[src/common/pkt_buf_pkg.sv]
package pkt_buf_pkg;

    // ====================
    // Sizes and limits
    // ====================

    // Memory word geometry
    localparam int DATA_BYTES   = 8;
    localparam int DATA_WID     = DATA_BYTES * 8;
    localparam int BUFFER_WORDS = 512;
    localparam int ADDR_WID     = $clog2(BUFFER_WORDS);

    // Accepted packet length range, in bytes
    localparam int MIN_PKT_SIZE = 16;
    localparam int MAX_PKT_SIZE = 256;

    // Largest slot, max packet rounded up to whole words
    localparam int SLOT_WORDS   = (MAX_PKT_SIZE + DATA_BYTES - 1) / DATA_BYTES;
    localparam int WORDS_WID    = 6;

    // Byte counter, room to count past MAX_PKT_SIZE
    localparam int SIZE_WID     = 12;

    // ====================
    // Types
    // ====================

    typedef enum logic [2:0] {
        STATUS_OK,
        STATUS_ERR,
        STATUS_SHORT,
        STATUS_LONG,
        STATUS_OFLOW
    } pkt_status_t;

    // One input beat, err and meta only meaningful on eop
    typedef struct packed {
        logic [DATA_WID-1:0] data;
        logic                eop;
        logic [2:0]          mty;
        logic                err;
        logic [31:0]         meta;
    } pkt_beat_t;

    typedef struct packed {
        logic [ADDR_WID-1:0] addr;
        logic [SIZE_WID-1:0] size;
        logic [31:0]         meta;
    } pkt_desc_t;

    // Slot offered by the allocator
    typedef struct packed {
        logic [ADDR_WID-1:0]  addr;
        logic [WORDS_WID-1:0] words;
    } slot_t;

    typedef struct packed {
        pkt_status_t         status;
        logic [SIZE_WID-1:0] size;
    } pkt_event_t;

endpackage
[src/design/buffer_allocator.sv]
module buffer_allocator (
    input  logic                               clk,
    input  logic                               arst_n,
    input  logic                               commit_valid,
    input  logic [pkt_buf_pkg::WORDS_WID-1:0]  commit_words,
    input  logic                               oflow_valid,
    output pkt_buf_pkg::slot_t                 slot
);
    import pkt_buf_pkg::*;

    logic [ADDR_WID-1:0] head;
    logic [ADDR_WID:0]   words_left;

    // ====================
    // Ring head
    // ====================

    always_ff @(posedge clk or negedge arst_n)
    begin
        if (!arst_n)
        begin
            head <= '0;
        end
        else if (oflow_valid)
        begin
            // Tail too short, restart at the bottom
            head <= '0;
        end
        else if (commit_valid)
        begin
            // Wraps modulo BUFFER_WORDS
            head <= head + ADDR_WID'(commit_words);
        end
    end

    // ====================
    // Slot offer
    // ====================

    assign words_left = (ADDR_WID+1)'(BUFFER_WORDS) - {1'b0, head};

    always_comb
    begin
        slot.addr = head;
        if (words_left < (ADDR_WID+1)'(SLOT_WORDS))
        begin
            slot.words = words_left[WORDS_WID-1:0];
        end
        else
        begin
            slot.words = WORDS_WID'(SLOT_WORDS);
        end
    end

    a_commit_oflow_excl: assert property (
        @(posedge clk) disable iff (!arst_n)
        !(commit_valid && oflow_valid)
    ) else $error("buffer_allocator: commit and overflow together");

    // A kept packet never runs past the end of the ring
    a_commit_in_ring: assert property (
        @(posedge clk) disable iff (!arst_n)
        commit_valid |-> ({1'b0, head} + (ADDR_WID+1)'(commit_words)
                          <= (ADDR_WID+1)'(BUFFER_WORDS))
    ) else $error("buffer_allocator: commit crosses ring end");

endmodule

[config.mk]
export PLATFORM = sky130hd
export DESIGN_NAME = buffer_allocator
export DESIGN_NICKNAME = d
export VERILOG_FILES = /design/src/common/pkt_buf_pkg.sv /design/src/design/buffer_allocator.sv
export SDC_FILE = /design/constraint.sdc
export NUM_CORES = 1
export LEC_CHECK = 0
export BUFFER_PORTS_ARGS = -buffer_cell sky130_fd_sc_hd__buf_2
export CAP_MARGIN = 20
export CORE_MARGIN = 2
export CORE_UTILIZATION = 39
export CTS_CLUSTER_SIZE = 14
export DETAILED_ROUTE_END_ITERATION = 7
export GPL_TIMING_DRIVEN = 0
export PLACE_DENSITY = 0.68
export SETUP_SLACK_MARGIN = 0.15
export SYNTH_ARGS = -nofsm -noshare
export SYNTH_HDL_FRONTEND = slang
export SYNTH_SLANG_ARGS = --single-unit
[constraint.sdc]
create_clock -name clk -period 4.5 [get_ports clk]
set_input_delay 0.45 -clock clk [delete_from_list [all_inputs] [get_ports clk]]
set_output_delay 0.45 -clock clk [all_outputs]
set_load 0.01 [all_outputs]
* After elaboration in Yosys (flattened, before gate mapping) *
Index checks and enable logic that the tools add are counted.

operators by class
  add/sub/neg operators = 2
  order comparisons = 1
  mux-type cells = 3
  reductions and logical operators = 1

operator list
  kind                     number
  $mux W9                  2
  $lt A10 B6 Y1 const B    1
  $sub A10 B9 Y10 const A  1
  $add A9 B6 Y9            1
  $mux W6                  1
  $reduce_bool A2 Y1       1

word-level totals
  register bits after elaboration = 9
  input bits = 10
  output and inout port bits = 15
  word-level logic and storage cells = 8

* Depth between registers and ports, before layout *
Gate-level depths: netlist (run 1).

  depth in word-level cells = 3
  depth in mapped cells = 6
  gate-level depth less buffers = 6

* Worst setup path before layout (run 1) *
OpenSTA, ideal clock, no wires.

  kind = register to output
  start = register head[1]
  end = output slot[0] (netlist bit)
  data arrival time = 1.832 ns
  data required time = 4.050 ns
  slack = 2.218 ns
  stages on the path, launching flop included = 5
  buffers on the path = 0
  cell sequence = dfrtp_1 or4_4 a2111oi_4 o21ai_0 nor2_1

RTL lines
  element                 line                    RTL
  start, declared         buffer_allocator.sv:11  logic [ADDR_WID-1:0] head;
  start signal, assigned  buffer_allocator.sv:32  head <= head + ADDR_WID'(commit_words);
  end, declared           buffer_allocator.sv:7   output pkt_buf_pkg::slot_t slot

==> results of run 1 <==
==> cell families after synthesis <==
family,Yosys count
multiplexers,3
buffers and inverters,8
adder cells (fa/ha/maj),8
XOR/XNOR,2
AO/OA/AOI/OAI,34
AND/OR/NAND/NOR,25
flip-flops,9
==> layout by cell type, fill, tap and decap left out, types with 3 or more instances in the layout <==
cell type  count
o21ai_0        4
a21oi_1        8
clkbuf_4       3
inv_1          6
ha_1           7
nand2_1        4
a211o_1        4
nor2_1        10
clkbuf_1       3
dfrtp_1        9
o21a_1         4
buf_2         23
a211oi_1       3
==> per-layer routing <==
metal / routed length (um) / up-vias
met5: 0 / -
met4: 15 / 0
met3: 59 / 2
met2: 827 / 21
met1: 852 / 352
li1: - / 397
==> where the power goes <==
| group | total, W | internal (W) | leakage, nW | switching, W |
|---|---|---|---|---|
| combinational | 0.0000958 | 0.0000446 | 0.362 | 0.0000511 |
| clock | 0.0000587 | 0.0000339 | 0.0150 | 0.0000248 |
| sequential | 0.000102 | 0.0000873 | 0.121 | 0.0000147 |
| total | 0.000256 | 0.000166 | 0.498 | 0.0000906 |
==> cells in the mapped netlist (all sizes together), types with 2 or more instances <==
library cell | n | area, um2
a211o | 4 | 35.03
a21oi | 8 | 40.04
inv | 6 | 22.52
or3 | 2 | 12.51
nand3 | 2 | 10.01
o21a | 4 | 30.03
o211ai | 2 | 15.01
xnor2 | 2 | 17.52
a21o | 2 | 15.01
a211oi | 3 | 22.52
o2111ai | 2 | 17.52
mux2i | 2 | 20.02
ha | 7 | 87.58
nor2 | 10 | 37.54
clkbuf | 2 | 7.510
nand2 | 4 | 15.01
o21ai | 4 | 20.02
dfrtp | 9 | 225.2
==> critical path, stage by stage (launching register included) <==
cell       delay [ns]
dfrtp_1          0.46
or4_4            0.59
a2111oi_4        0.37
o21ai_0          0.21
nor2_1           0.11
buf_2            0.13
==> cell type report <==
class / instances / area share (%)
Timing Repair Buffer: 23 / 11.83
Sequential cell: 9 / 23.14
Clock buffer: 4 / 2.699
Multi-Input combinational cell: 72 / 55.78
Inverter: 6 / 2.314
Buffer: 2 / 0.7712
Tap cell: 27 / 3.470
==> stage by stage <==
stage	instances	hold slack [ns]	area (um2)	util, %
2_1_floorplan	89	0.1544	798.3	-
3_3_place_gp	139	0.3022	947.2	48.78
3_5_place_dp	139	0.3054	947.2	48.78
4_1_cts	143	0.02825	973.4	50.13
5_1_grt	143	0.03208	973.4	50.13
6_report	143	0.03045	973.4	50.13
==> worst max path at each step <==
stage	cells after the start	endpoint	startpoint
detailed placement	5	slot[1]	head[1]
CTS	5	slot[1]	head[1]
global placement	5	slot[4]	head[1]
global route	5	slot[0]	head[1]
floorplan	4	slot[0]	head[1]
finish	5	slot[0]	head[1]
==> run summary, run 1 <==
Status - complete, no violations
Cts repair resizes - 0
TNS Setup - 0 ns
Worst hold-check path type - in2async
CTS tree - yes
Clock Skew - 0.008311 ns
Overall die height - 49.24 um
Pre-antenna DRT Iters - 4
Synth Instances - 89
Largest register FFs - 9
Pleak - 0.4979 nW
Worst IR Drop VDD - 0.1028 mV
Final setup fails - 0
Flop2flop setup slack - 2.39 ns
Die width - 49.24 um
Cts hold-fix bufs - 0
Htree depth - 1
Biggest regs - head (9)
Post-layout minimum cycle time - 2.562 ns
Pre-CTS setup slack - 2.198 ns
Vias/cell - 5.399
Number of setup buffers added after CTS - 0
Dominant synthesized flop cell - dfrtp_1
Initial antenna violation count - 0
FF+latch area - 225.2 um2
Area growth, synth to finish - 21.94%
Reg clk slew, reported paths - 0.06 ns
Slew Limit Fails - 0
GRT busiest layer - met2
Antenna Violating Nets Remaining - 0
Final hold violations - 0
IO buf count - 23
Filler cells - 190
Fin worst setup slack - 1.938 ns
Slew Limit Headroom - 71.48%
DRT Wirelength - 1.754 mm
Slew @ Worst Pin - 0.4278 ns
First-pass GRT wire length - 3.070 mm
Largest family of logic cells by synthesized area - compound AO/OA/AOI/OAI gates
Mux cell area share after synthesis - 3.918%
Overall global routing resource usage - 16.06%
Gr ovfl total - 0
Synth Area in Compound Gates - 32.13%
DR vias - 772
Vias in the first global route - 725
Routability Congestion - 0.8055
# IOs - 25
Die area - 2425 um2
CP Data Required Time - 4.05 ns
Met1 Usage GRT - 22.61%
DRC - 0
Clock buffer depth - 2
Max cap viols - 0
Worst Reg-to-Reg Cells - 6
CP arrival - 2.11 ns
RSZ-0062 raised after global routing - no
Kind of critical path - reg2out
Most flops, register - head
Highest clock rate - 0.3903 GHz
Wire per inst - 12.27 um
Initial Util - 41.11%
Reg2reg end - head[8]
Later-pin clock latency in the skew report - 0.25 ns
Net Count, Synth - 107
M3 GR Usage - 0%
Average size of a mapped cell - 8.969 um2
Setup crit start kind - flip-flop
Ys Warns - 0
Crit path max fanout - 7
Num CTS Buffers - 3
Post-Synth Simple-Gate Area - 16.30%
Post-synthesis sequential element count - 9
Synth unique cells - 32
DR iter-0 viols - 9
DP Wirelength - 1.440 mm
Met2 Usage GRT - 25.23%
Pwr Total - 0.0002564 W
Root buffer cell - clkbuf_4
Core area - 1942 um2
Clock Sinks - 9
Nets@finish - 135
Std cell rows - 16
Synth Area in XOR/XNOR - 2.194%
Pwr Density - 263.4 nW/um2
Worst Setup End Kind - primary output
Layout cells sized above 1 - 25.86%
Register area share after synthesis - 28.21%
Period utilization - 56.94%
Worst r2r src - head[0]
Post-Synth Adder-Cell Area - 13.48%
Synthesized area - 798.3 um2
Multi-input gate area - 543.0 um2
Post-synth ARST share - 100.0%
Pin count of the biggest net entering global routing - 11
Antenna cells - 0
Post-synth EDFFs - 0
(Power assumes the default switching activity.)
==> run 2, diff against run 1 <==
--- a/config.mk
+++ b/config.mk
@@ -12,7 +12,7 @@
 export CTS_CLUSTER_SIZE = 14
 export DETAILED_ROUTE_END_ITERATION = 7
 export GPL_TIMING_DRIVEN = 0
-export PLACE_DENSITY = 0.68
+export PLACE_DENSITY = 0.7
 export SETUP_SLACK_MARGIN = 0.15
 export SYNTH_ARGS = -nofsm -noshare
 export SYNTH_HDL_FRONTEND = slang
==> constraint.sdc (replaced) <==
create_clock -name clk -period 2.3 [get_ports clk]
set_input_delay 0.23 -clock clk [delete_from_list [all_inputs] [get_ports clk]]
set_output_delay 0.23 -clock clk [all_outputs]
set_load 0.01 [all_outputs]
==> run 2 against run 1 <==
Sequential cell count unchanged. Global-route usage down 0.32 points. First-iteration DRC count up 67%. Sequential share of layout area down 0.61 points. Combinational power increased by 120%. Hold slack gained 0.32 ns.
==> run summary, run 2 (synthesized netlist as in run 1, its figures left out) <==
CTS tree - yes
Pleak - 0.5183 nW (+4.1%)
Antenna Violating Nets Remaining - 0 (unchanged)
Pre-antenna DRT Iters - 4 (unchanged)
Routability Congestion - 0.8424 (+4.6%)
Worst IR Drop VDD - 0.1969 mV (+92%)
CP Data Required Time - 2.07 ns (-1.98 ns)
Worst hold-check path type - in2async
Antenna cells - 0 (unchanged)
Finished Cell Area - 1022 um2 (+5.0%)
Slew Limit Fails - 0 (unchanged)
Biggest regs - head (9)
CP top delay family - simple AND/OR/NAND/NOR gates
Crit-path slowest cell - or4_4
Overall die height - 49.24 um (unchanged)
Die area - 2425 um2 (unchanged)
Multi-input gate area - 546.8 um2 (+0.69%)
DR iter-0 viols - 15 (+6)
Slew @ Worst Pin - 0.4320 ns (+0.004148 ns)
Core Util, Final - 52.64% (+2.5 points)
Status - complete, no violations
CP Depth - 5 (unchanged)
Final setup fails - 0 (unchanged)
Filler cells - 188 (-1.1%)
Area growth, synth to finish - 28.06%
Pin count of the biggest net entering global routing - 11 (unchanged)
Leading cell type in the layout, fill and taps excluded - buf_2
Std cell rows - 16 (unchanged)
Fin worst setup slack - 0.1212 ns (-1.816 ns)
Final hold violations - 0 (unchanged)
Clock buffer depth - 2 (unchanged)
Clock Skew - 0.006370 ns (-0.001941 ns)
GRT busiest layer - met2
Initial antenna violation count - 0 (unchanged)
CP bufs+invs - 1 (unchanged)
Pwr Total - 0.0005203 W (+100%)
Layout cells sized above 1 - 32.23% (+6.4 points)
Max cap viols - 0 (unchanged)
Met2 Usage GRT - 26.35% (+1.1 points)
# IOs - 25 (unchanged)
Largest register FFs - 9 (unchanged)
Initial Util - 41.11% (unchanged)
Most flops, register - head
Post-layout minimum cycle time - 2.179 ns
Worst Reg-to-Reg Cells - 6 (unchanged)
CP arrival - 1.95 ns (-0.16 ns)
TNS Setup - 0 ns (unchanged)
Highest clock rate - 0.4590 GHz
Vias/cell - 5.459 (+1.1%)
Critical Path Max Stage Delay - 0.58 ns (about the same)
Core area - 1942 um2 (unchanged)
FF+latch area - 230.2 um2 (+2.2%)
First-pass GRT wire length - 3.125 mm (+1.8%)
Later-pin clock latency in the skew report - 0.25 ns (about the same)
Slew Limit Headroom - 71.20% (-0.28 points)
Wire per inst - 12.18 um (-0.68%)
Placed cell areas - 947.2 um2 (unchanged)
Nets@finish - 140 (+3.7%)
Worst Setup End Kind - primary output
Vias in the first global route - 742 (+2.3%)
DRC - 0 (unchanged)
RSZ-0062 raised after global routing - yes
Met1 Usage GRT - 21.84% (-0.77 points)
Gr ovfl total - 0 (unchanged)
IO buf count - 23 (unchanged)
Htree depth - 1 (unchanged)
Pwr Density - 509.0 nW/um2 (+93%)
Clock Sinks - 9 (unchanged)
M3 GR Usage - 0% (unchanged)
CP cell instances - or4_4 > a2111oi_4 > a21oi_1 > o32ai_1 > buf_2
DRT Wirelength - 1.803 mm (+2.8%)
DP Wirelength - 1.466 mm (+1.8%)
Kind of critical path - reg2out
Most frequent cells in the layout - 23 x buf_2, 10 x nor2_1, 8 x a21oi_1
Die width - 49.24 um (unchanged)
Setup crit start kind - flip-flop
Root buffer cell - clkbuf_4
Pre-CTS setup slack - 0.1762 ns (-2.022 ns)
DR vias - 808 (+4.7%)
Crit path max fanout - 4 (-3)
Num CTS Buffers - 3 (unchanged)
Overall global routing resource usage - 15.74% (-0.32 points)
Reg clk slew, reported paths - 0.06 ns (about the same)
Period utilization - 94.73%
[run 2: what timing repair did]
item,CTS,global route
hold buffers,1,0
endpoints found under the hold margin,9,0
gates resized for setup,4,3
pin swaps,1,0
endpoints found under the setup margin,4,7
setup buffers,0,4
[run 2: power by group]
group | total, W | leakage (nW) | internal (W) | switching [W]
clock network | 0.000115 | 0.0150 | 0.0000664 | 0.0000482
registers | 0.000193 | 0.115 | 0.000172 | 0.0000212
logic | 0.000212 | 0.388 | 0.0000986 | 0.000114
[run 2: worst paths after layout]
path | startpoint | endpoint | slack (ns)
worst min-delay path | arst_n | head[6] | 0.35
worst min register to register | head[8] | head[8] | 0.61
min in group clk | commit_words[0] | head[0] | 0.36
worst max-delay path | head[3] | slot[4] | 0.12
worst max register to register | head[0] | head[8] | 0.36
max in group asynchronous | arst_n | head[0] | 1.76
[run 2: routing by layer]
| layer | vias to the layer above | share of wire, % |
|---|---|---|
| met3 | 2 | 4.2 |
| met5 | - | 0 |
| met4 | 0 | 0.83 |
| met2 | 24 | 47 |
| li1 | 408 | - |
| met1 | 374 | 47 |
[run 2: final cells by class]
cell class,count,share of cell area [%]
clock buffer,4,2.570
multi-input combinational,72,53.49
inverter,6,2.203
buffer,2,0.7344
sequential,9,22.52
tap,27,3.305
timing repair buffer,28,15.18
[run 2: through the flow]
step / hold slack [ns] / std cells
after global placement: 0.08277 / 139
after CTS: 0.3491 / 144
after floorplan: -0.06559 / 89
final: 0.3473 / 148
after detailed placement: 0.08478 / 139
after global routing: 0.3667 / 148
==> run 3, diff against run 2 <==
--- a/config.mk
+++ b/config.mk
@@ -8,11 +8,11 @@
 export BUFFER_PORTS_ARGS = -buffer_cell sky130_fd_sc_hd__buf_2
 export CAP_MARGIN = 20
 export CORE_MARGIN = 2
-export CORE_UTILIZATION = 39
+export CORE_UTILIZATION = 45
 export CTS_CLUSTER_SIZE = 14
 export DETAILED_ROUTE_END_ITERATION = 7
 export GPL_TIMING_DRIVEN = 0
-export PLACE_DENSITY = 0.7
+export PLACE_DENSITY = 0.79
 export SETUP_SLACK_MARGIN = 0.15
 export SYNTH_ARGS = -nofsm -noshare
 export SYNTH_HDL_FRONTEND = slang
==> run 3 against run 2 <==
Non-clock buffer count is 1 higher. Critical path depth stayed put. Combinational power is 5% higher. Count of clock-buffer cells in the layout is 1 lower. Sequential cell count stayed put. Design area is 0.12% lower. Largest power group unchanged. Register-to-register slack worse by 0.10 ns. Critical path type unchanged.
==> run summary, run 3 (synthesized netlist as in run 1, its figures left out) <==
Crit-path slowest cell - or4_4
Pin count of the biggest net entering global routing - 11 (unchanged)
Hold WS - 0.3469 ns (-0.0004310 ns)
DP Wirelength - 1.477 mm (+0.71%)
CP arrival - 1.95 ns (about the same)
Final setup fails - 0 (unchanged)
DRT Wirelength - 1.967 mm (+9.1%)
Slew @ Worst Pin - 0.4783 ns (+0.04637 ns)
Core area - 1689 um2 (-13%)
Crit path max fanout - 4 (unchanged)
Pwr Total - 0.0005346 W (+2.8%)
Vias in the first global route - 731 (-1.5%)
Worst Setup End Kind - primary output
Gr ovfl total - 0 (unchanged)
CP top delay family - simple AND/OR/NAND/NOR gates
Wire per inst - 14.15 um (+16%)
Highest clock rate - 0.4579 GHz (-0.23%)
Initial Util - 47.26% (+6.2 points)
CP bufs+invs - 1 (unchanged)
Biggest regs - head (9)
Die width - 46.12 um (-6.3%)
Overall die height - 46.12 um (-6.3%)
Period utilization - 94.94% (+0.22 points)
Htree depth - 1 (unchanged)
RSZ-0062 raised after global routing - yes
Critical Path Max Stage Delay - 0.58 ns (about the same)
Die area - 2127 um2 (-12%)
Vias/cell - 5.942 (+8.8%)
Std cell rows - 15 (-1)
Reg clk slew, reported paths - 0.06 ns (about the same)
Most frequent cells in the layout - 23 x buf_2, 10 x nor2_1, 8 x a21oi_1
CTS tree - yes
Nets@finish - 141 (+0.71%)
DR iter-0 viols - 20 (+5)
Area growth, synth to finish - 27.90%
Slew Limit Fails - 0 (unchanged)
Worst IR Drop VDD - 0.2574 mV (+31%)
Antenna cells - 0 (unchanged)
CP Data Required Time - 2.07 ns (about the same)
Post-layout minimum cycle time - 2.184 ns (+0.004955 ns)
Max cap viols - 0 (unchanged)
Largest register FFs - 9 (unchanged)
Routability Congestion - 0.8618 (+2.3%)
Root buffer cell - clkbuf_4
Num CTS Buffers - 3 (unchanged)
Slew Limit Headroom - 68.11% (-3.1 points)
Initial antenna violation count - 0 (unchanged)
TNS Setup - 0 ns (unchanged)
Setup crit start kind - flip-flop
Final hold violations - 0 (unchanged)
DRC - 0 (unchanged)
Pre-antenna DRT Iters - 4 (unchanged)
First-pass GRT wire length - 3.091 mm (-1.1%)
Most flops, register - head
Layout cells sized above 1 - 34.43% (+2.2 points)
Overall global routing resource usage - 19.82% (+4.1 points)
Status - complete, no violations
Pwr Density - 523.6 nW/um2 (+2.9%)
# IOs - 25 (unchanged)
Antenna Violating Nets Remaining - 0 (unchanged)
Clock buffer depth - 2 (unchanged)
Kind of critical path - reg2out
Later-pin clock latency in the skew report - 0.26 ns (about the same)
Clock Sinks - 9 (unchanged)
CP cell instances - or4_4 > a2111oi_4 > a21oi_1 > o32ai_1 > buf_2
Worst hold-check path type - in2reg
IO buf count - 23 (unchanged)
DR vias - 826 (+2.2%)
Leading cell type in the layout, fill and taps excluded - buf_2
Pleak - 0.5247 nW (+1.2%)
Clock Skew - 0.001788 ns (-0.004583 ns)
==> run 3: cell count changes in the layout (fill, tap and decap cells not counted), sizes merged <==
cell / delta
clkinv: +1
buf: +1
clkbuf: -1
==> run 3: report_power, final <==
part / leakage, nW / switching, W / internal, W
Sequential: 0.115 / 0.0000191 / 0.000172
Clock: 0.0177 / 0.0000566 / 0.0000642
Combinational: 0.392 / 0.000121 / 0.000102
==> run 3: cell type report <==
type / instances / area, um2
clock inverter: 1 / 5.005
sequential: 9 / 230.2
fill: 155 / 668.1
clock buffer: 3 / 22.52
multi-input combinational: 72 / 549.3
inverter: 6 / 22.52
tap: 17 / 21.27
timing repair buffer: 29 / 162.7
buffer: 2 / 7.507
==> run 3: path summary, 6_finish.rpt <==
kind	from	to	slack [ns]	depth (start not counted)
setup / recovery	head[3]	slot[4]	0.12	5
hold / removal	commit_words[0]	head[0]	0.35	4
setup reg to reg	head[0]	head[6]	0.26	6
hold reg to reg	head[8]	head[8]	0.60	2
max in group asynchronous	arst_n	head[0]	1.76	2
min in group asynchronous	arst_n	head[5]	0.36	2
==> run 3: what timing repair did <==
item | CTS | global route
gates cloned | 0 | 0
setup buffers | 3 | 2
endpoints found under the hold margin | 9 | 0
hold buffers | 1 | 0
setup endpoints to repair | 4 | 5
gates resized for setup | 4 | 4
pin swaps | 1 | 0
==> run 3: tightest hold or removal path, stage by stage <==
cell	delay [ns]
buf_2	0.08
ha_1	0.12
mux2i_1	0.06
nor2_1	0.07
==> run 3: metrics by stage <==
stage | util [%] | instances | cell area (um2) | setup slack [ns]
floorplan | - | 89 | 798.3 | 0.2378
CTS | 59.11 | 137 | 998.5 | 0.1283
global route | 60.44 | 139 | 1021 | 0.04059
finish | 60.44 | 139 | 1021 | 0.1163
detailed placement | 55.33 | 129 | 934.6 | 0.1720
global placement | 55.33 | 129 | 934.6 | 0.2297
==> run 3: layer usage <==
metal | track usage (%) | up-vias | wire length, um
li1 | - | 406 | -
met1 | 25.55 | 400 | 866
met2 | 36.11 | 18 | 1031
met3 | 0.3922 | 2 | 50
met4 | 5.143 | 0 | 19
met5 | 0 | - | 0
