===== src/common/pkt_buf_pkg.sv =====
package pkt_buf_pkg;

    // ====================
    // Sizes and limits
    // ====================

    // Memory word geometry
    localparam int DATA_BYTES   = 8;
    localparam int DATA_WID     = DATA_BYTES * 8;
    localparam int BUFFER_WORDS = 512;
    localparam int ADDR_WID     = $clog2(BUFFER_WORDS);

    // Accepted packet length range, in bytes
    localparam int MIN_PKT_SIZE = 16;
    localparam int MAX_PKT_SIZE = 256;

    // Largest slot, max packet rounded up to whole words
    localparam int SLOT_WORDS   = (MAX_PKT_SIZE + DATA_BYTES - 1) / DATA_BYTES;
    localparam int WORDS_WID    = 6;

    // Byte counter, room to count past MAX_PKT_SIZE
    localparam int SIZE_WID     = 12;

    // ====================
    // Types
    // ====================

    typedef enum logic [2:0] {
        STATUS_OK,
        STATUS_ERR,
        STATUS_SHORT,
        STATUS_LONG,
        STATUS_OFLOW
    } pkt_status_t;

    // One input beat, err and meta only meaningful on eop
    typedef struct packed {
        logic [DATA_WID-1:0] data;
        logic                eop;
        logic [2:0]          mty;
        logic                err;
        logic [31:0]         meta;
    } pkt_beat_t;

    typedef struct packed {
        logic [ADDR_WID-1:0] addr;
        logic [SIZE_WID-1:0] size;
        logic [31:0]         meta;
    } pkt_desc_t;

    // Slot offered by the allocator
    typedef struct packed {
        logic [ADDR_WID-1:0]  addr;
        logic [WORDS_WID-1:0] words;
    } slot_t;

    typedef struct packed {
        pkt_status_t         status;
        logic [SIZE_WID-1:0] size;
    } pkt_event_t;

endpackage

===== src/packet_write/packet_write.sv =====
module packet_write #(
    parameter bit DROP_ERRORED = 1'b1
) (
    input  logic                                 clk,
    input  logic                                 arst_n,

    // Packet stream in
    input  logic                                 in_valid,
    input  pkt_buf_pkg::pkt_beat_t               in_beat,
    output logic                                 in_rdy,

    // Slot from the allocator
    input  pkt_buf_pkg::slot_t                   slot,

    // Memory write port
    output logic                                 wr_en,
    output logic [pkt_buf_pkg::ADDR_WID-1:0]     wr_addr,
    output logic [pkt_buf_pkg::DATA_WID-1:0]     wr_data,

    // Head update to the allocator
    output logic                                 commit_valid,
    output logic [pkt_buf_pkg::WORDS_WID-1:0]    commit_words,
    output logic                                 oflow_valid,

    // Descriptor and completion event
    output logic                                 desc_valid,
    output pkt_buf_pkg::pkt_desc_t               desc,
    output logic                                 evt_valid,
    output pkt_buf_pkg::pkt_event_t              evt
);
    import pkt_buf_pkg::*;

    logic                  accept;
    logic                  eop_accept;
    logic [SIZE_WID-1:0]   byte_cnt;
    logic [SIZE_WID-4:0]   word_idx;
    logic [SIZE_WID-4:0]   word_cnt;
    logic                  slot_full;
    logic [SIZE_WID-1:0]   eop_size;
    pkt_status_t           status_d;
    logic                  keep_d;

    assign accept     = in_valid && in_rdy;
    assign eop_accept = accept && in_beat.eop;

    // Byte count of full beats so far; word index is its upper part
    assign word_idx = byte_cnt[SIZE_WID-1:3];
    assign word_cnt = word_idx + 1'b1;

    // Final size including the eop beat
    assign eop_size = byte_cnt + SIZE_WID'(DATA_BYTES) - SIZE_WID'(in_beat.mty);

    // ====================
    // Memory write
    // ====================

    // Beats past the slot end are dropped on the floor
    assign wr_en   = accept && !slot_full;
    assign wr_addr = slot.addr + word_idx[ADDR_WID-1:0];
    assign wr_data = in_beat.data;

    // ====================
    // Length tracking
    // ====================

    always_ff @(posedge clk or negedge arst_n)
    begin
        if (!arst_n)
        begin
            byte_cnt  <= '0;
            slot_full <= 1'b0;
        end
        else if (accept)
        begin
            if (in_beat.eop)
            begin
                byte_cnt  <= '0;
                slot_full <= 1'b0;
            end
            else
            begin
                // Saturate once past the max size
                if (byte_cnt <= SIZE_WID'(MAX_PKT_SIZE))
                begin
                    byte_cnt <= byte_cnt + SIZE_WID'(DATA_BYTES);
                end
                // Next index hits the slot length
                if (word_cnt >= (SIZE_WID-3)'(slot.words))
                begin
                    slot_full <= 1'b1;
                end
            end
        end
    end

    // ====================
    // Status decision
    // ====================

    always_comb
    begin
        if (eop_size < SIZE_WID'(MIN_PKT_SIZE))
        begin
            status_d = STATUS_SHORT;
        end
        else if (eop_size > SIZE_WID'(MAX_PKT_SIZE))
        begin
            status_d = STATUS_LONG;
        end
        else if (slot_full)
        begin
            // eop beat itself fell outside the slot
            status_d = STATUS_OFLOW;
        end
        else if (in_beat.err)
        begin
            status_d = STATUS_ERR;
        end
        else
        begin
            status_d = STATUS_OK;
        end
    end

    assign keep_d = (status_d == STATUS_OK) ||
                    ((status_d == STATUS_ERR) && !DROP_ERRORED);

    // ====================
    // Completion
    // ====================

    // in_rdy drops for the completion cycle only
    always_ff @(posedge clk or negedge arst_n)
    begin
        if (!arst_n)
        begin
            in_rdy       <= 1'b0;
            evt_valid    <= 1'b0;
            commit_valid <= 1'b0;
            oflow_valid  <= 1'b0;
        end
        else
        begin
            in_rdy       <= !eop_accept;
            evt_valid    <= eop_accept;
            commit_valid <= eop_accept && keep_d;
            oflow_valid  <= eop_accept && (status_d == STATUS_OFLOW);
        end
    end

    always_ff @(posedge clk)
    begin
        if (eop_accept)
        begin
            evt.status   <= status_d;
            evt.size     <= eop_size;
            desc.addr    <= slot.addr;
            desc.size    <= eop_size;
            desc.meta    <= in_beat.meta;
            commit_words <= word_cnt[WORDS_WID-1:0];
        end
    end

    assign desc_valid = commit_valid;

    // Source keeps its beat through the bubble
    a_hold_beat: assert property (
        @(posedge clk) disable iff (!arst_n)
        in_valid && !in_rdy |=> in_valid && $stable(in_beat)
    ) else $error("packet_write: beat changed while in_rdy low");

    // Slot holds still while a packet is in progress
    a_slot_stable: assert property (
        @(posedge clk) disable iff (!arst_n)
        (byte_cnt != '0) |-> $stable(slot)
    ) else $error("packet_write: slot changed during a packet");

endmodule


===== config.mk =====
export PLATFORM = sky130hd
export DESIGN_NAME = packet_write
export DESIGN_NICKNAME = d
export VERILOG_FILES = /design/src/common/pkt_buf_pkg.sv /design/src/packet_write/packet_write.sv
export SDC_FILE = /design/constraint.sdc
export NUM_CORES = 1
export LEC_CHECK = 0
export BUFFER_PORTS_ARGS = -buffer_cell sky130_fd_sc_hd__buf_4
export CORE_AREA = 3 3 104 106
export CTS_BUF_LIST = sky130_fd_sc_hd__clkbuf_2 sky130_fd_sc_hd__clkbuf_4 sky130_fd_sc_hd__clkbuf_8
export CTS_CLUSTER_SIZE = 12
export DETAILED_ROUTE_END_ITERATION = 10
export DIE_AREA = 0 0 107 109
export PLACE_DENSITY = 0.89
export SLEW_MARGIN = 10
export SYNTH_ARGS = -nofsm -noshare
export SYNTH_HDL_FRONTEND = slang
export SYNTH_SLANG_ARGS = --single-unit

===== constraint.sdc =====
create_clock -name clk -period 5.9 [get_ports clk]
set_clock_uncertainty 0.15 [all_clocks]
set_input_delay 1.18 -clock clk [delete_from_list [all_inputs] [get_ports clk]]
set_output_delay 1.18 -clock clk [all_outputs]
set_load 0.01 [all_outputs]

---- Yosys cells after proc, flatten, opt, wreduce, memory -nomap -nowiden ----
Cells that the tools add are included.
storage, ports and cells
  register bits after elaboration ......... 79
  input port bits ......................... 119
  logic and storage cells ................. 40
operators by class
  order comparisons ....................... 4
  eq/ne operators ......................... 1
  add/sub/neg operators ................... 4
  reduce and logical (&&, ||, !) cells .... 12
  muxes and demuxes ....................... 8
operator list
  kind                     count
  $mux W12                 2
  $add A12 B4 Y12 const B  1
  $gt A12 B9 Y1 const B    1
  $le A12 B9 Y1 const B    1
  $lt A12 B5 Y1 const B    1
  $sub A12 B3 Y12          1
  $add A9 B1 Y9 const B    1
  $add A9 B9 Y9            1
  $ge A9 B6 Y1             1
  $mux W3                  3
  $logic_and A1 B1 Y1      5
  $reduce_and A2 Y1        2
  $reduce_bool A2 Y1       2
  $eq A3 B3 Y1 const B     1
  $logic_not A3 Y1         1
  $mux W1                  3
  $logic_not A1 Y1         2

---- Longest topological paths before layout ----
Gate-level depths: netlist of the first run.
  depth in word-level cells ............... 7
  depth in mapped cells ................... 9
  mapped depth without buffers ............ 9

---- Worst setup path after synthesis of the first run ----
OpenSTA, ideal clock, no wires.
  kind .................................... input -> output
  from .................................... input slot[6] (netlist name)
  to ...................................... output wr_addr[6] (netlist name)
  data required time ...................... 4,570 ps
  arrival time ............................ 2,632 ps
  buffers on the path ..................... 0
  path slack .............................. 1,938 ps
  stages on the path ...................... 9
  path through ............................ ha_1 > inv_1 > fa_1 > nor2b_1 > o21ai_0 > a21boi_0 > o21ai_0 > nor2b_1 > xnor2_1
between the ends
  word-level cells in the longest chain between the ends .. 1
ends and longest elaborated chain
  element          RTL line            text
  start, declared  packet_write.sv:13  input pkt_buf_pkg::slot_t slot,
  $add A9 B9 Y9    packet_write.sv:59  assign wr_addr = slot.addr + word_idx[ADDR_WID-1:0];
  end, declared    packet_write.sv:17  output logic [pkt_buf_pkg::ADDR_WID-1:0] wr_addr,
Every way passes these cells.

---- Final worst setup path of the first run ----
Same ends and word-level chain as after synthesis.

==> impl_results.md, run 1 <==
- First-pass GRT wire length: 15.2 mm
- Power per standard cell area: 254 mW/mm^2
- Max_cap viols: 0
- Die Height: 109 um
- Worst VDD drop: 0.0975 mV
- Cts hold-fix bufs: 0
- Main area contributors after synthesis: edfxtp_1 45%, buf_4 14%, dfrtp_1 8.5%
- Most frequent cell after synthesis: buf_4
- Clk root buf: clkbuf_8
- Mapped Area: 0.00414 sq mm
- Unrepaired setup endpoints after global routing: no
- Worst path cell trace: buf_4, ha_1, inv_1, fa_1, nor2b_1, o21ai_0, a21boi_0, o21ai_0, nor2b_1, xnor2_1, buf_4
- Grt met3 use: 10.0%
- Worst min path class: flip-flop to flip-flop
- Average wire per standard cell: 20.5 um
- Fin. max-slew vios: 0
- Synth top area share: 45.0%
- CTS resizes: 0
- Status: finished, final reports clean
- CP peak stage delay: 400 ps
- Antenna Cells: 0
- TNS Setup: 0 ps
- Final hold viol count: 0
- Pre-antenna DRT Iters: 4
- Final worst-path cycle share: 73.4%
- Die W: 107 um
- Worst skew pair latency: 340 ps
- CTS clk-pin slew, worst paths: 70 ps
- Post-CTS Setup Bufs: 0
- Post-Route WL: 11.0 mm
- Worst Setup End Kind: output port
- Crit path buf inv count: 3
- Area grow syn2layout: 19.1%
- CTS tree: built
- CP max FO: 2
- GRT Resource Usage Total: 17.9%
- Post-route DRC: 0
- Ys async rst share: 18.4%
- Initial antenna violation count: 0
- Layout cell share with drive strength beyond 1: 43.8%
- Total Power: 1.25 mW
- Yosys synthesis warning count: 0
- Largest net degree at the start of global routing: 50
- Leak: 2.12 nW
- Port buffer count: 143
- Max H-tree Level: 3
- Met2 GRT Util: 34.4%
- Mean post-synth cell area: 12.4 sq um
- GRT Max-Usage Layer: met2
- Largest buffer count on any clock path: 2
- Final Wtd Congestion: 0.837
- Number of distinct library cells after synthesis: 61
- FF+latch count, synth: 76
- Via count: 2660
- Critical path's top delay family: adder cells
- Critical path arrival: 3000 ps
- Yosys top cell by area: edfxtp_1
- First-iteration detailed-routing DRC count: 159
- Remaining Overflow, GRT: 0
- WS Path Type: primary input to output port
- Routed Antenna Nets: 0
- Number of flops mapped to enable cells by yosys: 62
- Via density: 4.95
- Setup-failing EPs final: 0
- Top FF cell, synth: edfxtp_1
- Total nets after synthesis: 469
- Slowest-stage cell, CP: fa_1
- Starting density of the core: 41.9%
- Hold Slack: 490 ps
- Syn Inst Count: 333
- Vias in the first global route: 2602
- Sequential element share of the synthesized area: 53.5%
- # IOs: 272
- Total CTS buffers: 9
- Met1 track demand over resource: 15.5%
- Worst rel slew slack: 53.0%
- Core Rows: 36
- Die Footprint: 0.0117 sq mm
- Top post-synthesis cells by count: 78 x buf_4, 62 x edfxtp_1, 20 x xnor2_1
- Worst-margin pin slew: 697 ps
- FMAX: 231 MHz
- Clk sink count: 76
- DPL Wire Length: 9.19 mm
- Final #Nets: 535
- Critical Path RT: 4570 ps
- Post-layout min period: 4330 ps
- Core ar.: 0.00986 sq mm
- CP Launch Type: primary input
[power breakdown]
group / switching, mW / internal (mW) / total [mW]
sequential: 0.0171 / 0.612 / 0.629
combinational: 0.0948 / 0.104 / 0.199
clock: 0.178 / 0.246 / 0.424
[cells in the final DEF (no fill, tap or decap), types with 2 or more instances in the layout]
master / count
a21boi_0: 2
a21oi_1: 6
a221oi_1: 2
a22o_1: 2
a22o_2: 2
a2bb2oi_1: 2
a311oi_1: 2
and2_1: 5
buf_4: 144
bufinv_16: 2
clkbuf_4: 2
clkbuf_8: 9
dfrtp_1: 14
edfxtp_1: 62
ha_1: 16
inv_1: 13
mux2i_1: 2
nand2_1: 12
nand2b_1: 3
nand3_1: 4
nand4_1: 3
nor2_1: 11
nor2b_1: 3
nor3_1: 10
nor3b_1: 2
nor4_1: 2
o21ai_0: 8
o311ai_0: 2
or3_1: 2
xnor2_1: 20
xor2_1: 2
[state kept, by name, summed over array words and instances, names as in the netlist, 6 cells and up]
register and cells:
desc 41, evt 15, byte_cnt 9, commit_words 6
[path summary, 6_finish.rpt]
kind | startpoint | endpoint | slack, ps | cells past startpoint
max | slot[6] | wr_addr[6] | 1570 | 11
min | slot_full$_DFFE_PN0P_ | oflow_valid$_DFF_PN0_ | 490 | 2
max in group asynchronous | arst_n | byte_cnt[10]$_DFFE_PN0P_ | 4860 | 1
max reg2reg | byte_cnt[3]$_DFFE_PN0P_ | evt[14]$_DFFE_PP_ | 2680 | 7
min in group asynchronous | arst_n | in_rdy$_DFF_PN0_ | 540 | 1
min reg2reg | slot_full$_DFFE_PN0P_ | oflow_valid$_DFF_PN0_ | 490 | 2
[stage by stage]
step	area (sq um)	utilization, %	cells	setup slack (ps)
global route	4920	49.9	537	1470
floorplan	4140	-	333	1940
finish	4920	49.9	537	1570
global placement	4710	47.7	521	1630
detailed placement	4710	47.7	521	1580
CTS	4920	49.9	537	1570
[worst register-to-register path, delay by kind of cell (launching register included)]
kind	cells	cell delay, ps
DFF	1	680
AOI/OAI and AO/OA	2	560
and+or+nand+nor	2	550
adders and majority gates	1	480
muxes	1	350
xor gates and xnor gates	1	180
[routing by layer]
metal	vias up	part of all wire [%]	routed length (um)
met1	1234	28	3100
met4	0	1.3	144
met2	181	56	6110
met3	18	15	1640
li1	1227	-	-
met5	-	0	0
[cells by family after synthesis]
| group | synth area share, % |
|---|---|
| buf+inv | 17.6 |
| flops | 53.5 |
| simple gates | 10.1 |
| compound gates | 7.08 |
| xor+xnor | 5.05 |
| fa+ha+maj | 5.57 |
| mux | 1.12 |
[final cells by class]
class,instances,area [sq um]
multi-input combinational,154,1200
inverter,14,52.6
clock buffer,11,139
timing repair buffer,144,1080
clock inverter,5,77.6
fill,842,4940
sequential,76,2210
tap,133,166
(Power assumes the default switching activity.)
==> run 2: changes to the inputs <==
Clock period 5.9 ns to 4.5 ns, I/O delays scaled along.
==> run 2 against run 1 <==
  * Worst setup slack lost 1000 ps
  * Via count grew 0.26%
  * Global-route usage grew 0.38 points
  * Clock-buffer cell count shrank 1
  * Clock power grew 32%
  * Total power grew 31%
  * Sequential power grew 31%
  * Critical path depth shrank 1
  * Non-clock buffer count is the same
  * Cell count is the same
==> impl_results.md, run 2 (same netlist as run 1, synthesis figures left out) <==
- Commonest non-fill, non-tap cell in the layout: buf_4
- Post-Route WL: 11.0 mm (+0.42%)
- Multi-input logic area: 0.00120 sq mm (unchanged)
- Core ar.: 0.00986 sq mm (unchanged)
- Power per standard cell area: 333 mW/mm^2 (+31%)
- Vias in the first global route: 2637 (+1.3%)
- Initial antenna violation count: 0 (unchanged)
- Post-layout min period: 3960 ps
- Most used cell along the critical path: o21ai_0
- Final hold viol count: 0 (unchanged)
- Final Util: 50.0% (about the same)
- CP max FO: 16 (+14)
- Worst VDD drop: 0.128 mV (+31%)
- WS Path Type: flip-flop to output port
- FMAX: 253 MHz
- Largest net degree at the start of global routing: 39 (-22%)
- Die Height: 109 um (unchanged)
- Average wire per standard cell: 20.6 um (+0.42%)
- Unrepaired setup endpoints after global routing: no
- Core Rows: 36 (unchanged)
- Antenna Cells: 0 (unchanged)
- Worst path cell trace: ha_1, inv_1, fa_1, nor2b_1, o21ai_0, a21boi_0, o21ai_0, a21oi_1, xnor2_1, buf_4
- Max reg flops: 41 (unchanged)
- Starting density of the core: 41.9% (unchanged)
- GRT Resource Usage Total: 18.2% (+0.38 points)
- Crit path buf inv count: 2 (-1)
- FF+latch area: 0.00221 sq mm (unchanged)
- Remaining Overflow, GRT: 0 (unchanged)
- Die Footprint: 0.0117 sq mm (unchanged)
- Max_cap viols: 0 (unchanged)
- Final #Nets: 535 (unchanged)
- Via count: 2667 (+0.26%)
- Leak: 2.11 nW (-0.20%)
- Worst-margin pin slew: 696 ps (-0.468 ps)
- Via density: 4.97 (+0.26%)
- Max H-tree Level: 3 (unchanged)
- Port buffer count: 143 (unchanged)
- CTS tree: built
- Area grow syn2layout: 19.1% (about the same)
- Worst rel slew slack: 53.0% (about the same)
- Status: finished, final reports clean
- CTS resizes: 0 (unchanged)
- First-pass GRT wire length: 15.7 mm (+3.5%)
- # IOs: 272 (unchanged)
- Routed Antenna Nets: 0 (unchanged)
- Post-route DRC: 0 (unchanged)
- Largest buffer count on any clock path: 2 (unchanged)
- Pre-antenna DRT Iters: 4 (unchanged)
- Critical Path RT: 3450 ps (-1120 ps)
- Reg2reg start: byte_cnt[3]$_DFFE_PN0P_
- Die W: 107 um (unchanged)
- Largest Register: desc
- Worst R2R Setup Slack: 1250 ps (-1430 ps)
- Final Wtd Congestion: 0.837 (about the same)
- Reg2reg end: commit_valid$_DFF_PN0_
- CP peak stage delay: 700 ps (+300 ps)
- DPL Wire Length: 9.12 mm (-0.76%)
- Worst skew pair latency: 350 ps (about the same)
- Fin. max-slew vios: 0 (unchanged)
- Clk sink count: 76 (unchanged)
- Layout cell share with drive strength beyond 1: 43.8% (unchanged)
- Final worst-path cycle share: 87.9%
- Worst Setup End Kind: output port
- Slowest-stage cell, CP: dfrtp_1
- CP Launch Type: flip-flop
- Cells on worst reg2reg path: 7 (unchanged)
- Critical path arrival: 2910 ps (-90 ps)
- Worst min path class: primary input to async pin
- Setup-failing EPs final: 0 (unchanged)
- Post-CTS Setup Bufs: 0 (unchanged)
- CTS clk-pin slew, worst paths: 80 ps (about the same)
- Total CTS buffers: 9 (unchanged)
- Clk root buf: clkbuf_8
- Commonest cells after routing, fill and taps aside: 144 x buf_4, 62 x edfxtp_1, 20 x xnor2_1, 16 x ha_1, 14 x dfrtp_1
- Cts hold-fix bufs: 0 (unchanged)
- Total Power: 1.64 mW (+31%)
- Critical path's top delay family: flip-flops
- First-iteration detailed-routing DRC count: 222 (+40%)
- FILL cells: 837 (-0.59%)
- Top Registers: desc x41, evt x15, byte_cnt x9
- TNS Setup: 0 ps (unchanged)
run 2: cell count changes in the layout (fill, tap and decap cells not counted):
cell,previous run,this run
clkinv_4,1,2
clkinvlp_4,0,1
clkinv_2,1,0
clkbuf_4,2,1
run 2: stage by stage:
step,hold WS (ps),setup WS [ps],area (sq um),cells
5_1_grt,243,228,4930,537
2_1_floorplan,417,1100,4140,333
6_report,254,543,4930,537
3_3_place_gp,469,792,4710,521
3_5_place_dp,488,689,4710,521
4_1_cts,248,497,4930,537
run 2: routing by layer:
metal / global-route usage [%] / wire length (um) / vias to the layer above
met5: 0 / 0 / -
met4: 4.29 / 107 / 0
met3: 12.1 / 1680 / 14
met2: 35.0 / 6090 / 173
met1: 15.4 / 3160 / 1246
li1: - / - / 1234
run 2: final cells by class:
class,count,area share (%)
timing repair buffer,144,21.9
clock buffer,10,2.67
tap,133,3.38
multi-input combinational,154,24.3
clock inverter,6,1.80
sequential,76,44.9
inverter,14,1.07
run 2: how the worst max path moves through the flow:
stage	end	depth (start not counted)	slack, ps	start
finish	wr_addr[8]	10	540	byte_cnt[3]$_DFFE_PN0P_
global route	wr_addr[8]	10	230	byte_cnt[3]$_DFFE_PN0P_
CTS	wr_addr[8]	10	500	byte_cnt[3]$_DFFE_PN0P_
detailed placement	wr_addr[8]	11	690	slot[6]
global placement	wr_addr[8]	11	790	slot[6]
floorplan	wr_addr[6]	9	1100	slot[6]
run 2: worst reg2reg max path: cells and delay by family (launching register included):
family	cells	cell delay, ps
and+or+nand+nor	4	1440
DFF	1	700
adders and majority gates	1	500
xor gates and xnor gates	1	180
AOI/OAI and AO/OA	1	180
run 2: power breakdown:
group / switching, mW / total, mW / internal, mW
logic: 0.123 / 0.259 / 0.137
registers: 0.0226 / 0.825 / 0.803
clock network: 0.240 / 0.558 / 0.318
total: 0.385 / 1.64 / 1.26
==> run 3: changes to the inputs <==
Settings changed: GPL_TIMING_DRIVEN set to 0.
==> run 3 against run 2 <==
  * First-iteration DRC count is 37% lower
  * Combinational power is 53% higher
  * Flip-flop and latch count stayed put
  * Critical path type is now primary input to output port
  * Critical endpoint unchanged
  * Largest power group unchanged
  * Highest routed layer unchanged
==> impl_results.md, run 3 (same netlist as run 1, synthesis figures left out) <==
- Status: finished, final reports clean
- Worst min path class: primary input to async pin
- Average wire per standard cell: 16.8 um (-18%)
- Max_cap viols: 0 (unchanged)
- DPL Wire Length: 9.72 mm (+6.6%)
- Die W: 107 um (unchanged)
- CP max FO: 2 (-14)
- Final worst slack: 740 ps (+197 ps)
- CTS clk-pin slew, worst paths: 80 ps (about the same)
- Via density: 4.76 (-4.2%)
- Vias in the first global route: 3260 (+24%)
- Unrepaired setup endpoints after global routing: no
- Largest Register: desc
- Power per standard cell area: 292 mW/mm^2 (-13%)
- Setup WS pre-CTS: 722 ps (+33.7 ps)
- Layout cell share with drive strength beyond 1: 58.7% (+15 points)
- Post-route cell area: 0.00611 sq mm (+24%)
- Post-Route WL: 11.6 mm (+4.8%)
- Critical Path RT: 3450 ps (about the same)
- Die Height: 109 um (unchanged)
- Commonest non-fill, non-tap cell in the layout: buf_4
- Post-CTS Setup Bufs: 0 (unchanged)
- TNS Setup: 0 ps (unchanged)
- WS Path Type: primary input to output port
- DP Area: 0.00588 sq mm (+25%)
- CTS tree: built
- Core ar.: 0.00986 sq mm (unchanged)
- Sw frac: 24.8% (+1.4 points)
- Logic pwr share: 22.3% (+6.5 points)
- Clk root buf: clkbuf_8
- Area grow syn2layout: 47.6%
- Antenna Cells: 0 (unchanged)
- FILL cells: 757 (-9.6%)
- Worst Setup End Kind: output port
- FF+latch area: 0.00221 sq mm (unchanged)
- Internal power: 1.34 mW (+6.4%)
- Initial antenna violation count: 0 (unchanged)
- Total CTS buffers: 9 (unchanged)
- Multi-input logic area: 0.00120 sq mm (unchanged)
- Setup-failing EPs final: 0 (unchanged)
- Commonest cells after routing, fill and taps aside: 285 x buf_4, 62 x edfxtp_1, 20 x xnor2_1, 16 x ha_1, 14 x dfrtp_1
- Max H-tree Level: 3 (unchanged)
- Die Footprint: 0.0117 sq mm (unchanged)
- Pre-antenna DRT Iters: 4 (unchanged)
- Worst VDD drop: 0.195 mV (+53%)
- Critical path arrival: 2710 ps (-200 ps)
- Largest net degree at the start of global routing: 36 (-7.7%)
- Switching power total: 0.442 mW (+15%)
- Via count: 3284 (+23%)
- Leak: 2.85 nW (+35%)
- Starting density of the core: 41.9% (unchanged)
- GRT Resource Usage Total: 19.0% (+0.76 points)
- Worst-margin pin slew: 808 ps (+112 ps)
- # IOs: 272 (unchanged)
- Max reg flops: 41 (unchanged)
- Sequential share of power: 46.0% (-4.2 points)
- Cts hold-fix bufs: 0 (unchanged)
- Final #Nets: 688 (+29%)
- Final worst-path cycle share: 83.5% (-4.4 points)
- CP Launch Type: primary input
- First-pass GRT wire length: 16.9 mm (+7.9%)
- First-iteration detailed-routing DRC count: 140 (-37%)
- Final hold viol count: 0 (unchanged)
- Remaining Overflow, GRT: 0 (unchanged)
- Post-route DRC: 0 (unchanged)
- Top Registers: desc x41, evt x15, byte_cnt x9
- Final Wtd Congestion: 0.802 (-4.2%)
- Power share of the clock group: 31.8% (-2.2 points)
- Worst skew pair latency: 340 ps (about the same)
- FMAX: 266 MHz (+5.3%)
- CTS resizes: 0 (unchanged)
- Post-layout min period: 3760 ps (-197 ps)
- Clk sink count: 76 (unchanged)
- Largest buffer count on any clock path: 2 (unchanged)
- Fin. max-slew vios: 0 (unchanged)
- Port buffer count: 207 (+45%)
- Hold Slack: 259 ps (+4.89 ps)
- Routed Antenna Nets: 0 (unchanged)
- Worst rel slew slack: 46.0% (-7.0 points)
- Core Rows: 36 (unchanged)
run 3: cell count changes in the layout (fill, tap and decap cells not counted), sizes merged:
cell	before	now
inv	14	15
clkbuf	10	14
buf	144	292
run 3: worst paths after layout:
kind	from	end	slack, ps	cells past startpoint
hold / removal	arst_n	slot_full$_DFFE_PN0P_	260	1
min in group clk	slot_full$_DFFE_PN0P_	oflow_valid$_DFF_PN0_	500	2
max in group asynchronous	arst_n	byte_cnt[8]$_DFFE_PN0P_	3750	1
setup reg to reg	byte_cnt[3]$_DFFE_PN0P_	slot_full$_DFFE_PN0P_	1550	9
setup / recovery	slot[6]	wr_addr[8]	740	11
hold reg to reg	slot_full$_DFFE_PN0P_	oflow_valid$_DFF_PN0_	500	2
run 3: final cells by class:
cell class                 count  area share [%]
buffer                        89            11.1
clock buffer                   9            2.03
clock inverter                 7            1.62
inverter                      14           0.860
multi-input combinational    154            19.6
sequential                    76            36.2
tap                          133            2.72
timing repair buffer         208            25.9
run 3: stage by stage:
| stage | cells | power, mW | util (%) |
|---|---|---|---|
| 2_1_floorplan | 333 | 1.04 | - |
| 3_3_place_gp | 673 | 1.22 | 59.4 |
| 3_5_place_dp | 674 | 1.24 | 59.7 |
| 4_1_cts | 690 | 1.80 | 61.9 |
| 5_1_grt | 690 | 1.87 | 61.9 |
| 6_report | 690 | 1.78 | 61.9 |
run 3: critical path: stages:
cell	delay, ps
buf_4	90
ha_1	170
inv_1	60
fa_1	410
nor2b_1	120
o21ai_0	100
a21boi_0	250
o21ai_0	150
a21oi_1	180
xnor2_1	140
buf_4	140
run 3: per-layer routing:
metal	vias to the layer above	part of all wire, %	track usage (%)
met5	-	0	0
met2	193	55	37.4
met4	0	1.8	6.30
li1	1537	-	-
met1	1540	32	18.4
met3	14	11	6.57
run 3: power by group through the flow:
stage | combinational (mW) | sequential, mW | clock [mW]
finish | 0.396 | 0.819 | 0.566
global route | 0.429 | 0.822 | 0.618
CTS | 0.402 | 0.819 | 0.583
detailed placement | 0.401 | 0.835 | 0
global placement | 0.387 | 0.835 | 0
floorplan | 0.190 | 0.847 | 0
